===== config.mk =====
export PLATFORM = sky130hd
export DESIGN_NAME = ctl_unit
export DESIGN_NICKNAME = d
export VERILOG_FILES = /design/src/common/cpu_pkg.sv /design/src/hdl/ctl_unit.sv /design/src/hdl/ins_exec.sv /design/src/hdl/mem_access.sv /design/src/hdl/reg_file.sv /design/src/hdl/ins_dec.sv /design/src/hdl/ins_fetch.sv /design/src/hdl/status_seq.sv
export SDC_FILE = /design/constraint.sdc
export NUM_CORES = 2
export LEC_CHECK = 0
export ABC_CLOCK_PERIOD_IN_PS = 7400
export BUFFER_PORTS_ARGS = -buffer_cell sky130_fd_sc_hd__buf_4
export CAP_MARGIN = 20
export CORE_MARGIN = 2
export CORE_UTILIZATION = 35
export DETAILED_ROUTE_END_ITERATION = 6
export PLACE_DENSITY_LB_ADDON = 0.05
export SLEW_MARGIN = 20
export SYNTH_ARGS = -nofsm -noshare
export SYNTH_HDL_FRONTEND = slang
export SYNTH_HIERARCHICAL = 1
export SYNTH_SLANG_ARGS = --single-unit

===== constraint.sdc =====
create_clock -name sys_clk -period 7.4 [get_ports sys_clk]
set_clock_uncertainty 0.2 [all_clocks]
set_input_delay 1.48 -clock sys_clk [delete_from_list [all_inputs] [get_ports sys_clk]]
set_output_delay 1.48 -clock sys_clk [all_outputs]
set_load 0.01 [all_outputs]

===== src/common/cpu_pkg.sv =====
package cpu_pkg;

    // ==============================
    // widths and sizes
    // ==============================

    localparam int XLEN      = 32;
    localparam int REG_IDX_W = 5;
    localparam int REG_COUNT = 32;

    localparam logic [XLEN-1:0] RESET_PC = 32'h0000_0000;

    // ==============================
    // encodings
    // ==============================

    localparam logic [6:0] OPC_OP     = 7'b0110011;
    localparam logic [6:0] OPC_OP_IMM = 7'b0010011;
    localparam logic [6:0] OPC_LOAD   = 7'b0000011;
    localparam logic [6:0] OPC_STORE  = 7'b0100011;
    localparam logic [6:0] OPC_LUI    = 7'b0110111;

    localparam logic [2:0] F3_ADD = 3'b000;
    localparam logic [2:0] F3_SLL = 3'b001;
    localparam logic [2:0] F3_SLT = 3'b010;
    localparam logic [2:0] F3_XOR = 3'b100;
    localparam logic [2:0] F3_SRL = 3'b101;
    localparam logic [2:0] F3_OR  = 3'b110;
    localparam logic [2:0] F3_AND = 3'b111;

    // one status per step of an instruction, in order
    typedef enum logic [2:0] {
        ST_INS_FETCH = 3'd0,
        ST_INS_DEC   = 3'd1,
        ST_REG_R     = 3'd2,
        ST_MEM_R     = 3'd3,
        ST_EXEC      = 3'd4,
        ST_REG_W     = 3'd5,
        ST_MEM_W     = 3'd6,
        ST_PC_NEXT   = 3'd7
    } status_t;

    // ==============================
    // instruction formats
    // ==============================

    typedef struct packed {
        logic [6:0]           funct7;
        logic [REG_IDX_W-1:0] rs2;
        logic [REG_IDX_W-1:0] rs1;
        logic [2:0]           funct3;
        logic [REG_IDX_W-1:0] rd;
        logic [6:0]           opcode;
    } r_fmt_t;

    typedef struct packed {
        logic [11:0]          imm_11_0;
        logic [REG_IDX_W-1:0] rs1;
        logic [2:0]           funct3;
        logic [REG_IDX_W-1:0] rd;
        logic [6:0]           opcode;
    } i_fmt_t;

    typedef struct packed {
        logic [6:0]           imm_11_5;
        logic [REG_IDX_W-1:0] rs2;
        logic [REG_IDX_W-1:0] rs1;
        logic [2:0]           funct3;
        logic [4:0]           imm_4_0;
        logic [6:0]           opcode;
    } s_fmt_t;

    typedef struct packed {
        logic [19:0]          imm_31_12;
        logic [REG_IDX_W-1:0] rd;
        logic [6:0]           opcode;
    } u_fmt_t;

    typedef union packed {
        r_fmt_t r;
        i_fmt_t i;
        s_fmt_t s;
        u_fmt_t u;
    } ins_word_u;

    // ==============================
    // stage records
    // ==============================

    typedef struct packed {
        logic [6:0]           opcode;
        logic [2:0]           funct3;
        logic                 alt;
        logic [REG_IDX_W-1:0] rd;
        logic [XLEN-1:0]      rs1_val;
        logic [XLEN-1:0]      rs2_val;
        logic [XLEN-1:0]      imm;
    } dec_t;

    typedef struct packed {
        logic            en;
        logic            we;
        logic [XLEN-1:0] addr;
        logic [XLEN-1:0] wdata;
    } mem_req_t;

    typedef struct packed {
        logic                 en;
        logic [REG_IDX_W-1:0] idx;
        logic [XLEN-1:0]      val;
    } wb_t;

    typedef struct packed {
        logic            en;
        logic [XLEN-1:0] addr;
        logic [XLEN-1:0] val;
    } st_rec_t;

endpackage

===== src/hdl/ctl_unit.sv =====
`timescale 1ns/1ps

module ctl_unit (
    input  logic                      sys_clk,
    input  logic                      sys_rst,
    input  logic [cpu_pkg::XLEN-1:0]  mem_rdata,
    output cpu_pkg::mem_req_t         mem_req
);

    import cpu_pkg::*;

    status_t               status;
    logic [7:0]            stage_done;

    logic                  fetch_done;
    logic                  dec_done;
    logic                  reg_r_done;
    logic                  mem_r_done;
    logic                  exec_done;
    logic                  reg_w_done;
    logic                  mem_w_done;
    logic                  pc_done;

    mem_req_t              fetch_req;
    ins_word_u             ins;
    logic [REG_IDX_W-1:0]  rs1;
    logic [REG_IDX_W-1:0]  rs2;
    logic [XLEN-1:0]       rs1_val;
    logic [XLEN-1:0]       rs2_val;
    dec_t                  dec;
    logic [XLEN-1:0]       load_val;
    wb_t                   wb;
    st_rec_t               store;

    // done bits indexed by status
    assign stage_done[ST_INS_FETCH] = fetch_done;
    assign stage_done[ST_INS_DEC]   = dec_done;
    assign stage_done[ST_REG_R]     = reg_r_done;
    assign stage_done[ST_MEM_R]     = mem_r_done;
    assign stage_done[ST_EXEC]      = exec_done;
    assign stage_done[ST_REG_W]     = reg_w_done;
    assign stage_done[ST_MEM_W]     = mem_w_done;
    assign stage_done[ST_PC_NEXT]   = pc_done;

    // ==============================
    // stages
    // ==============================

    status_seq u_status_seq (
        .sys_clk    (sys_clk),
        .sys_rst    (sys_rst),
        .stage_done (stage_done),
        .status     (status)
    );

    ins_fetch u_ins_fetch (
        .sys_clk    (sys_clk),
        .sys_rst    (sys_rst),
        .status     (status),
        .mem_rdata  (mem_rdata),
        .fetch_req  (fetch_req),
        .ins        (ins),
        .fetch_done (fetch_done),
        .pc_done    (pc_done)
    );

    ins_dec u_ins_dec (
        .sys_clk    (sys_clk),
        .sys_rst    (sys_rst),
        .status     (status),
        .ins        (ins),
        .rs1_val    (rs1_val),
        .rs2_val    (rs2_val),
        .rs1        (rs1),
        .rs2        (rs2),
        .dec        (dec),
        .dec_done   (dec_done),
        .reg_r_done (reg_r_done)
    );

    reg_file u_reg_file (
        .sys_clk (sys_clk),
        .sys_rst (sys_rst),
        .rs1     (rs1),
        .rs2     (rs2),
        .wb      (wb),
        .rs1_val (rs1_val),
        .rs2_val (rs2_val)
    );

    mem_access u_mem_access (
        .sys_clk    (sys_clk),
        .sys_rst    (sys_rst),
        .status     (status),
        .dec        (dec),
        .fetch_req  (fetch_req),
        .store      (store),
        .mem_rdata  (mem_rdata),
        .mem_req    (mem_req),
        .load_val   (load_val),
        .mem_r_done (mem_r_done),
        .mem_w_done (mem_w_done)
    );

    ins_exec u_ins_exec (
        .sys_clk    (sys_clk),
        .sys_rst    (sys_rst),
        .status     (status),
        .dec        (dec),
        .load_val   (load_val),
        .wb         (wb),
        .store      (store),
        .exec_done  (exec_done),
        .reg_w_done (reg_w_done)
    );

endmodule


===== src/hdl/ins_exec.sv =====
`timescale 1ns/1ps

module ins_exec (
    input  logic                      sys_clk,
    input  logic                      sys_rst,
    input  cpu_pkg::status_t          status,
    input  cpu_pkg::dec_t             dec,
    input  logic [cpu_pkg::XLEN-1:0]  load_val,
    output cpu_pkg::wb_t              wb,
    output cpu_pkg::st_rec_t          store,
    output logic                      exec_done,
    output logic                      reg_w_done
);

    import cpu_pkg::*;

    logic [XLEN-1:0] op_b;
    logic [XLEN-1:0] alu_res;
    wb_t             wb_nxt;
    wb_t             wb_q;
    st_rec_t         st_nxt;

    // ==============================
    // ALU
    // ==============================

    assign op_b = (dec.opcode == OPC_OP) ? dec.rs2_val : dec.imm;

    always_comb begin
        case (dec.funct3)
            F3_ADD: begin
                if (dec.opcode == OPC_OP && dec.alt) begin
                    alu_res = dec.rs1_val - op_b;
                end else begin
                    alu_res = dec.rs1_val + op_b;
                end
            end
            F3_SLL:  alu_res = dec.rs1_val << op_b[4:0];
            F3_SLT:  alu_res = {{(XLEN-1){1'b0}}, $signed(dec.rs1_val) < $signed(op_b)};
            F3_XOR:  alu_res = dec.rs1_val ^ op_b;
            F3_SRL:  alu_res = dec.rs1_val >> op_b[4:0];
            F3_OR:   alu_res = dec.rs1_val | op_b;
            F3_AND:  alu_res = dec.rs1_val & op_b;
            default: alu_res = '0;
        endcase
    end

    // ==============================
    // write-back and store records
    // ==============================

    always_comb begin
        wb_nxt     = '0;
        wb_nxt.idx = dec.rd;
        st_nxt     = '0;
        case (dec.opcode)
            OPC_OP, OPC_OP_IMM: begin
                wb_nxt.en  = 1'b1;
                wb_nxt.val = alu_res;
            end
            OPC_LUI: begin
                wb_nxt.en  = 1'b1;
                wb_nxt.val = dec.imm;
            end
            OPC_LOAD: begin
                wb_nxt.en  = 1'b1;
                wb_nxt.val = load_val;
            end
            OPC_STORE: begin
                st_nxt.en   = 1'b1;
                st_nxt.addr = dec.rs1_val + dec.imm;
                st_nxt.val  = dec.rs2_val;
            end
            default: begin
                // anything else retires as a no-op
                wb_nxt.en = 1'b0;
            end
        endcase
    end

    assign exec_done  = (status == ST_EXEC);
    assign reg_w_done = (status == ST_REG_W);

    always_ff @(posedge sys_clk) begin
        if (sys_rst) begin
            wb_q  <= '0;
            store <= '0;
        end else if (exec_done) begin
            wb_q  <= wb_nxt;
            store <= st_nxt;
        end
    end

    // regfile sees the write only in REG_W
    assign wb = reg_w_done ? wb_q : '0;

endmodule


===== src/hdl/mem_access.sv =====
`timescale 1ns/1ps

module mem_access (
    input  logic                      sys_clk,
    input  logic                      sys_rst,
    input  cpu_pkg::status_t          status,
    input  cpu_pkg::dec_t             dec,
    input  cpu_pkg::mem_req_t         fetch_req,
    input  cpu_pkg::st_rec_t          store,
    input  logic [cpu_pkg::XLEN-1:0]  mem_rdata,
    output cpu_pkg::mem_req_t         mem_req,
    output logic [cpu_pkg::XLEN-1:0]  load_val,
    output logic                      mem_r_done,
    output logic                      mem_w_done
);

    import cpu_pkg::*;

    mem_req_t own_req;
    logic     is_load;
    logic     rd_wait;

    assign is_load = (dec.opcode == OPC_LOAD);

    always_comb begin
        own_req = '0;
        if (status == ST_MEM_R && is_load && !rd_wait) begin
            own_req.en   = 1'b1;
            own_req.addr = dec.rs1_val + dec.imm;
        end else if (status == ST_MEM_W && store.en) begin
            own_req.en    = 1'b1;
            own_req.we    = 1'b1;
            own_req.addr  = store.addr;
            own_req.wdata = store.val;
        end
    end

    // idle stages drive zero, so OR is enough
    assign mem_req = mem_req_t'(fetch_req | own_req);

    assign mem_r_done = (status == ST_MEM_R) && (!is_load || rd_wait);
    assign mem_w_done = (status == ST_MEM_W);

    always_ff @(posedge sys_clk) begin
        if (sys_rst) begin
            rd_wait <= 1'b0;
        end else begin
            rd_wait <= (status == ST_MEM_R) && is_load && !rd_wait;
        end
    end

    // load data valid one cycle after the request
    always_ff @(posedge sys_clk) begin
        if (status == ST_MEM_R && is_load && rd_wait) begin
            load_val <= mem_rdata;
        end
    end

endmodule


===== src/hdl/reg_file.sv =====
`timescale 1ns/1ps

module reg_file (
    input  logic                           sys_clk,
    input  logic                           sys_rst,
    input  logic [cpu_pkg::REG_IDX_W-1:0]  rs1,
    input  logic [cpu_pkg::REG_IDX_W-1:0]  rs2,
    input  cpu_pkg::wb_t                   wb,
    output logic [cpu_pkg::XLEN-1:0]       rs1_val,
    output logic [cpu_pkg::XLEN-1:0]       rs2_val
);

    import cpu_pkg::*;

    logic [XLEN-1:0] regs [REG_COUNT];

    always_ff @(posedge sys_clk) begin
        if (sys_rst) begin
            for (int i = 0; i < REG_COUNT; i++) begin
                regs[i] <= '0;
            end
        end else if (wb.en && wb.idx != '0) begin
            regs[wb.idx] <= wb.val;
        end
    end

    // x0 reads as zero
    assign rs1_val = (rs1 == '0) ? '0 : regs[rs1];
    assign rs2_val = (rs2 == '0) ? '0 : regs[rs2];

endmodule


===== src/hdl/ins_dec.sv =====
`timescale 1ns/1ps

module ins_dec (
    input  logic                           sys_clk,
    input  logic                           sys_rst,
    input  cpu_pkg::status_t               status,
    input  cpu_pkg::ins_word_u             ins,
    input  logic [cpu_pkg::XLEN-1:0]       rs1_val,
    input  logic [cpu_pkg::XLEN-1:0]       rs2_val,
    output logic [cpu_pkg::REG_IDX_W-1:0]  rs1,
    output logic [cpu_pkg::REG_IDX_W-1:0]  rs2,
    output cpu_pkg::dec_t                  dec,
    output logic                           dec_done,
    output logic                           reg_r_done
);

    import cpu_pkg::*;

    logic [XLEN-1:0] imm_ext;

    // pick the format from the opcode
    always_comb begin
        rs1     = ins.i.rs1;
        rs2     = '0;
        imm_ext = '0;
        case (ins.r.opcode)
            OPC_OP: begin
                rs2 = ins.r.rs2;
            end
            OPC_OP_IMM, OPC_LOAD: begin
                imm_ext = {{(XLEN-12){ins.i.imm_11_0[11]}}, ins.i.imm_11_0};
            end
            OPC_STORE: begin
                rs2     = ins.s.rs2;
                imm_ext = {{(XLEN-12){ins.s.imm_11_5[6]}}, ins.s.imm_11_5, ins.s.imm_4_0};
            end
            OPC_LUI: begin
                // upper bits overlap rs1, so no read
                rs1     = '0;
                imm_ext = {ins.u.imm_31_12, 12'd0};
            end
            default: begin
                rs2 = '0;
            end
        endcase
    end

    assign dec_done   = (status == ST_INS_DEC);
    assign reg_r_done = (status == ST_REG_R);

    always_ff @(posedge sys_clk) begin
        if (sys_rst) begin
            dec <= '0;
        end else if (dec_done) begin
            dec.opcode <= ins.r.opcode;
            dec.funct3 <= ins.r.funct3;
            dec.alt    <= ins.r.funct7[5];
            dec.rd     <= ins.r.rd;
            dec.imm    <= imm_ext;
        end else if (reg_r_done) begin
            dec.rs1_val <= rs1_val;
            dec.rs2_val <= rs2_val;
        end
    end

endmodule


===== src/hdl/ins_fetch.sv =====
`timescale 1ns/1ps

module ins_fetch (
    input  logic                      sys_clk,
    input  logic                      sys_rst,
    input  cpu_pkg::status_t          status,
    input  logic [cpu_pkg::XLEN-1:0]  mem_rdata,
    output cpu_pkg::mem_req_t         fetch_req,
    output cpu_pkg::ins_word_u        ins,
    output logic                      fetch_done,
    output logic                      pc_done
);

    import cpu_pkg::*;

    logic [XLEN-1:0] pc;
    logic            rd_wait;

    // first FETCH cycle requests, second one captures
    always_comb begin
        fetch_req = '0;
        if (status == ST_INS_FETCH && !rd_wait) begin
            fetch_req.en   = 1'b1;
            fetch_req.addr = pc;
        end
    end

    assign fetch_done = (status == ST_INS_FETCH) && rd_wait;
    assign pc_done    = (status == ST_PC_NEXT);

    always_ff @(posedge sys_clk) begin
        if (sys_rst) begin
            pc      <= RESET_PC;
            rd_wait <= 1'b0;
        end else begin
            rd_wait <= (status == ST_INS_FETCH) && !rd_wait;
            if (pc_done) begin
                pc <= pc + 32'd4;
            end
        end
    end

    always_ff @(posedge sys_clk) begin
        if (fetch_done) begin
            ins <= mem_rdata;
        end
    end

endmodule


===== src/hdl/status_seq.sv =====
`timescale 1ns/1ps

module status_seq (
    input  logic              sys_clk,
    input  logic              sys_rst,
    input  logic [7:0]        stage_done,
    output cpu_pkg::status_t  status
);

    import cpu_pkg::*;

    status_t status_nxt;

    // fixed order, PC_NEXT wraps back to FETCH
    always_comb begin
        case (status)
            ST_INS_FETCH: status_nxt = ST_INS_DEC;
            ST_INS_DEC:   status_nxt = ST_REG_R;
            ST_REG_R:     status_nxt = ST_MEM_R;
            ST_MEM_R:     status_nxt = ST_EXEC;
            ST_EXEC:      status_nxt = ST_REG_W;
            ST_REG_W:     status_nxt = ST_MEM_W;
            ST_MEM_W:     status_nxt = ST_PC_NEXT;
            default:      status_nxt = ST_INS_FETCH;
        endcase
    end

    // step only on the done bit of the current status
    always_ff @(posedge sys_clk) begin
        if (sys_rst) begin
            status <= ST_INS_FETCH;
        end else if (stage_done[status]) begin
            status <= status_nxt;
        end
    end

endmodule


== Word-level counts from Yosys, hierarchy flattened ==
Memories as Yosys holds them, arrays and structs flattened.
Index checks and enable logic that the tools add are counted.
Word-level totals
  memories: 1
  bits in registers: 316
  logic and storage cells: 110
  memory bits (writable): 1024
  output and inout bits: 66
Operators by class
  reduce and logical (&&, ||, !) cells: 24
  shifts and indexed selects: 2
  equal/unequal tests: 23
  magnitude comparators: 2
  add/subtract/negate cells: 4
  multiplexer cells: 30
  bitwise operators: 5
Memories
  u_reg_file.regs: words 32, width 32, read ports 2, clocked after memory_dff 0, write ports 32, line reg_file.sv:15  | logic [XLEN-1:0] regs [REG_COUNT];
Operators by type and width (number)
  32-bit two-way mux: 8
  32-bit one-hot mux with 7 select lines: 1
  32-bit one-hot mux with 3 select lines: 2
  66-bit two-way mux: 1
  66-bit OR: 1
  65-bit two-way mux: 1
  32-bit adder: 2
  7-bit by 6-bit equality test with 1-bit output (second input constant): 6
  38-bit two-way mux: 1
  32-bit by 3-bit adder with 32-bit output (second input constant): 1
  32-bit bitwise AND: 1
  32-bit < comparator: 1
  32-bit OR: 1
  32-bit OR reduction: 1
  32-bit by 5-bit << shifter with 32-bit output: 1
  32-bit by 5-bit >> shifter with 32-bit output: 1
  32-bit subtractor: 1
  32-bit XOR: 1
  3-bit equality test (second input constant): 8
  3-bit one-hot mux with 7 select lines: 1
  5-bit two-way mux: 3
  7-bit by 2-bit equality test with 1-bit output (second input constant): 2
  7-bit by 5-bit equality test with 1-bit output (second input constant): 2
  1-bit two-way mux: 11
  14 further kinds: 31

== Depth between registers and ports, before layout ==
  depth in word-level cells: 9
  mapped depth: 21
  depth with buffers taken out: 17

== Hierarchy ==
Netlist, hierarchy kept.
Modules (own cells, without submodules)
  reg_file: area each 54253.3 µm², instances 1, cells an instance 3502
  ins_exec: area each 14745.4 µm², instances 1, cells an instance 2095
  ins_dec: area each 4261.6 µm², instances 1, cells an instance 503
  mem_access: area each 3395.8 µm², instances 1, cells an instance 404
  ins_fetch: area each 2884.0 µm², instances 1, cells an instance 271
  status_seq: area each 270.3 µm², instances 1, cells an instance 24

== Least setup slack after synthesis ==
No wires, ideal clock.
  path type: register -> register
  start point: register u_status_seq.status[1]
  end point: register u_status_seq.status[1]
  library setup time: 0.059 ns
  slack: 1.966 ns
  arrival time: 5.175 ns
  data required time: 7.141 ns
  buffers on the path: 0
  stages on the path, launching flop included: 6
  clock period less this slack: 5.434 ns
  cells stage by stage: dfxtp_1 nor4b_1 mux4_2 mux2i_4 nor3b_1 a31o_1
On the way
  word-level cells in the longest chain between the ends: 4
RTL lines
  start, declared: line status_seq.sv:7  | output cpu_pkg::status_t status
  start signal, assigned: line status_seq.sv:33  | status <= status_nxt;
  3-bit logical NOT: line ins_fetch.sv:28  | assign fetch_done = (status == ST_INS_FETCH) && rd_wait;
  1-bit logical AND: line ins_fetch.sv:28
  net fetch_done: line ctl_unit.sv:15  | logic fetch_done;
  1-bit binary-select mux with 3-bit select: line status_seq.sv:32  | end else if (stage_done[status]) begin
  1-bit two-way mux (not written as such): line status_seq.sv:32
The timed path passes the listed nets, and every way through them passes these cells. The select of a mux whose other input is x is not followed.
A chain may end at the register's enable or synchronous reset.

==> impl_metrics.csv <==
group,metric,value,unit
global_routing,grt_max_degree,85,
drt,drtAntennaViolNets,0,
logic_synthesis,ys_warn_count,6,
logic_synthesis,synth_common_cells,"1088 x edfxtp_1, 1080 x and2_1, 475 x mux4_2, 468 x nand2_1, 416 x clkbuf_1",
logic_synthesis,yosys.area.top_type_share,40.94,%
power,ir_worst_vdd,0.1931,mV
drt,first_iter_violations,7113,
finish,multiInputGateArea,39240,sq um
finish,nNetsFinal,6990,
clock_tree,cts_resized,0,
setup_path,crit_path_cell_trace,"ha_1 -> fa_1 -> a21o_1 -> a221o_1 -> a31oi_4 -> o21ai_1 -> a21oi_2 -> xor2_1 -> o21ai_0 -> buf_4",
placed_design,hpwl,263400,um
logic_synthesis,synth_area_per_cell,11.74,sq um
drt,drc_errors,3,
status,status,"finished, violations left",
logic_synthesis,synth_async_sr_flop_share,0,%
sta,hold_viol,0,
clock_tree,clock-sinks,1338,
clock_tree,h-tree-depth,4,
drt,vias,60661,
setup_path,critPathRequiredTime,5720,ps
sta,max_freq,160.0,MHz
sta,finalCritPeriodShare,84.46,%
clock_tree,numCtsBuffers,164,
placed_design,dp_slack,1944,ps
finish,area_growth,12.50,%
flow_run,cap_violations,0,
setup_path,cp-end-kind,"output pin",
global_routing,grt_pass1_wl,515800,um
logic_synthesis,yosysUniqueCellTypes,117,
power,p_leak,31.18,nW
drt,routedWlPerCell,38.25,um
setup_path,cp.arrival,4570,ps
logic_synthesis,syn_area,79810,sq um
die,num_rows,175,
finish,fillCellCount,21524,
sta,post-route-min-period,6250,ps
finish,fin_util,39.54,%
setup_path,slowest_delay,560,ps
clock_tree,clkTransAtPathRegs,60,ps
sta,rsz0062_at_grt,"no",
drt,viasPerCell,6.095,
setup_path,ff2ff_setup_slack,1810,ps
placed_design,portBuffers,99,
logic_synthesis,synth.most_common_cell,"edfxtp_1",
die,io_pins,100,
die,die_h,481.5,um
status,violations,"DRC",
drt,first_pass_iters,7,
die,core_area,227100,sq um
placed_design,gp_congestion,1.017,
power,power.density,254.5,nW/um^2
clock_tree,cts_tree,"done",
sta,worst_pin_slew,1229,ps
logic_synthesis,ys.flop_type,"edfxtp_1",
die,dieArea,231900,sq um
logic_synthesis,synthCells,6799,
drt,routed_wl,380700,um
setup_path,crit_type,"flip-flop to output pin",
clock_tree,cts_buffer_depth,3,
global_routing,antenna_found_initial,40,
finish,final_cell_area,89780,sq um
min_path,timing.hold.worst.class,"flip-flop to flip-flop",
clock_tree,cts_root_buffer,"clkbuf_16",
clock_tree,cts_hold_buf,0,
setup_path,slowest_stage,"dfxtp_1",
logic_synthesis,synth_area_leaders,"edfxtp_1 41%, mux4_2 13%, and2_1 8.5%, dfxtp_1 6.3%, mux2i_1 3.5%",
sta,slew_headroom,17.89,%
global_routing,grt_pass1_vias,59260,
clock_tree,insertion_delay,860,ps
global_routing,grt.overflow.total,0,
finish,ff_latch_area,37680,sq um
logic_synthesis,ys_seq_area_share,47.21,%
setup_path,startpoint_type,"flip-flop",
logic_synthesis,yosys.area.top_type,"edfxtp_1",
clock_tree,cts_setup_buffers,0,
logic_synthesis,synth-edff-count,1088,
global_routing,grtUsageTotal,32.30,%
die,die_w,481.5,um
logic_synthesis,synth_seq_cells,1338,
finish,layout-drive-gt1-share,19.25,%
sta,setup_viol,0,
die,start_util,35.15,%
placed_design,post_dp_cell_area,84370,sq um
sta,holdWs,248.1,ps
setup_path,cp_max_fo,7,
sta,final_max_slew_viol_count,0,
sta,timing.final.ws_setup,1150,ps
sta,tns,0,ps
## report_power, final
group,internal [mW],switching (mW),total [mW]
logic,2.08,3.73,5.81
registers,8.53,0.305,8.84
clock network,4.67,3.53,8.20
total,15.3,7.57,22.8
## critical path, delay by kind of cell, from the launching register on
family | cells | cell delay, ps
AO/OA/AOI/OAI | 6 | 1980
adder cells (fa/ha/maj) | 2 | 810
flip-flops | 1 | 560
buffers and inverters | 1 | 250
XOR/XNOR | 1 | 110
## final cells by class
type / instances / area share [%]
multi-input combinational: 4744 / 43.71
timing repair buffer: 397 / 3.495
clock inverter: 84 / 1.047
inverter: 150 / 0.6299
antenna: 10 / 0.02787
sequential: 1338 / 41.96
clock buffer: 221 / 4.935
tap: 3009 / 4.193
## layout by cell type, fill, tap and decap left out, drive strengths merged, types with 33 or more instances in the layout
cell and instances:
xor2 35, nor2b 35, a22o 84, a211oi 47, mux2 39, a22oi 85, nor3 104, xnor2 59
nand3 88, o31ai 33, a21oi 364, and2 1081, a2111oi 64, ha 158, clkbuf 221, dfxtp 250
mux2i 281, a21o 82, conb 67, or2 43, o21ai 199, inv 154, mux4 475, nand2 469
nor2 244, clkinv 65, o22ai 117, o211ai 33, edfxtp 1088, buf 397
## cell families (layout without fill, tap and decap cells)
kind of cell / count (synthesis) / after routing / synth area share [%]
and+or+nand+nor: 2279 / 2279 / 15.64
adders and majority gates: 161 / 161 / 2.552
AOI/OAI and AO/OA: 1348 / 1348 / 11.54
buffers and inverters: 782 / 852 / 4.507
other: 2 / 77 / 0.009410
muxes: 795 / 795 / 17.51
DFF: 1338 / 1338 / 47.21
xor gates and xnor gates: 94 / 94 / 1.032
## flip-flops by register name, summed over array words and instances, names as in the netlist, 3 cells and up
name                   count
u_status_seq/status        3
u_ins_dec/dec            112
u_mem_access/load_val     32
u_ins_exec/wb_q           38
u_ins_exec/store          65
u_reg_file/regs         1024
u_ins_fetch/pc            30
u_ins_fetch/ins           32
## metrics by stage
step | instances | power (mW)
floorplan | 6864 | 12.27
global placement | 9638 | 14.71
detailed placement | 9638 | 14.69
CTS | 9943 | 22.91
global route | 9946 | 23.47
finish | 9953 | 22.85
## worst paths after layout
check	from	end	depth (start not counted)
setup / recovery	u_ins_dec/dec[64]	mem_req[54]	10
hold / removal	u_ins_dec/dec[97]	u_ins_exec/wb_q[33]	2
setup reg to reg	u_ins_dec/dec[105]	u_ins_exec/wb_q[25]	16
hold reg to reg	u_ins_dec/dec[97]	u_ins_exec/wb_q[33]	2
## metal layers
layer	part of all wire (%)	track usage [%]	vias to the layer above
met5	0	0	-
met4	4.8	13.50	0
met3	6.8	5.284	626
met2	46	51.34	2661
met1	43	43.70	31816
li1	-	-	25558
Note: power is estimated with default switching activity, not from simulation.
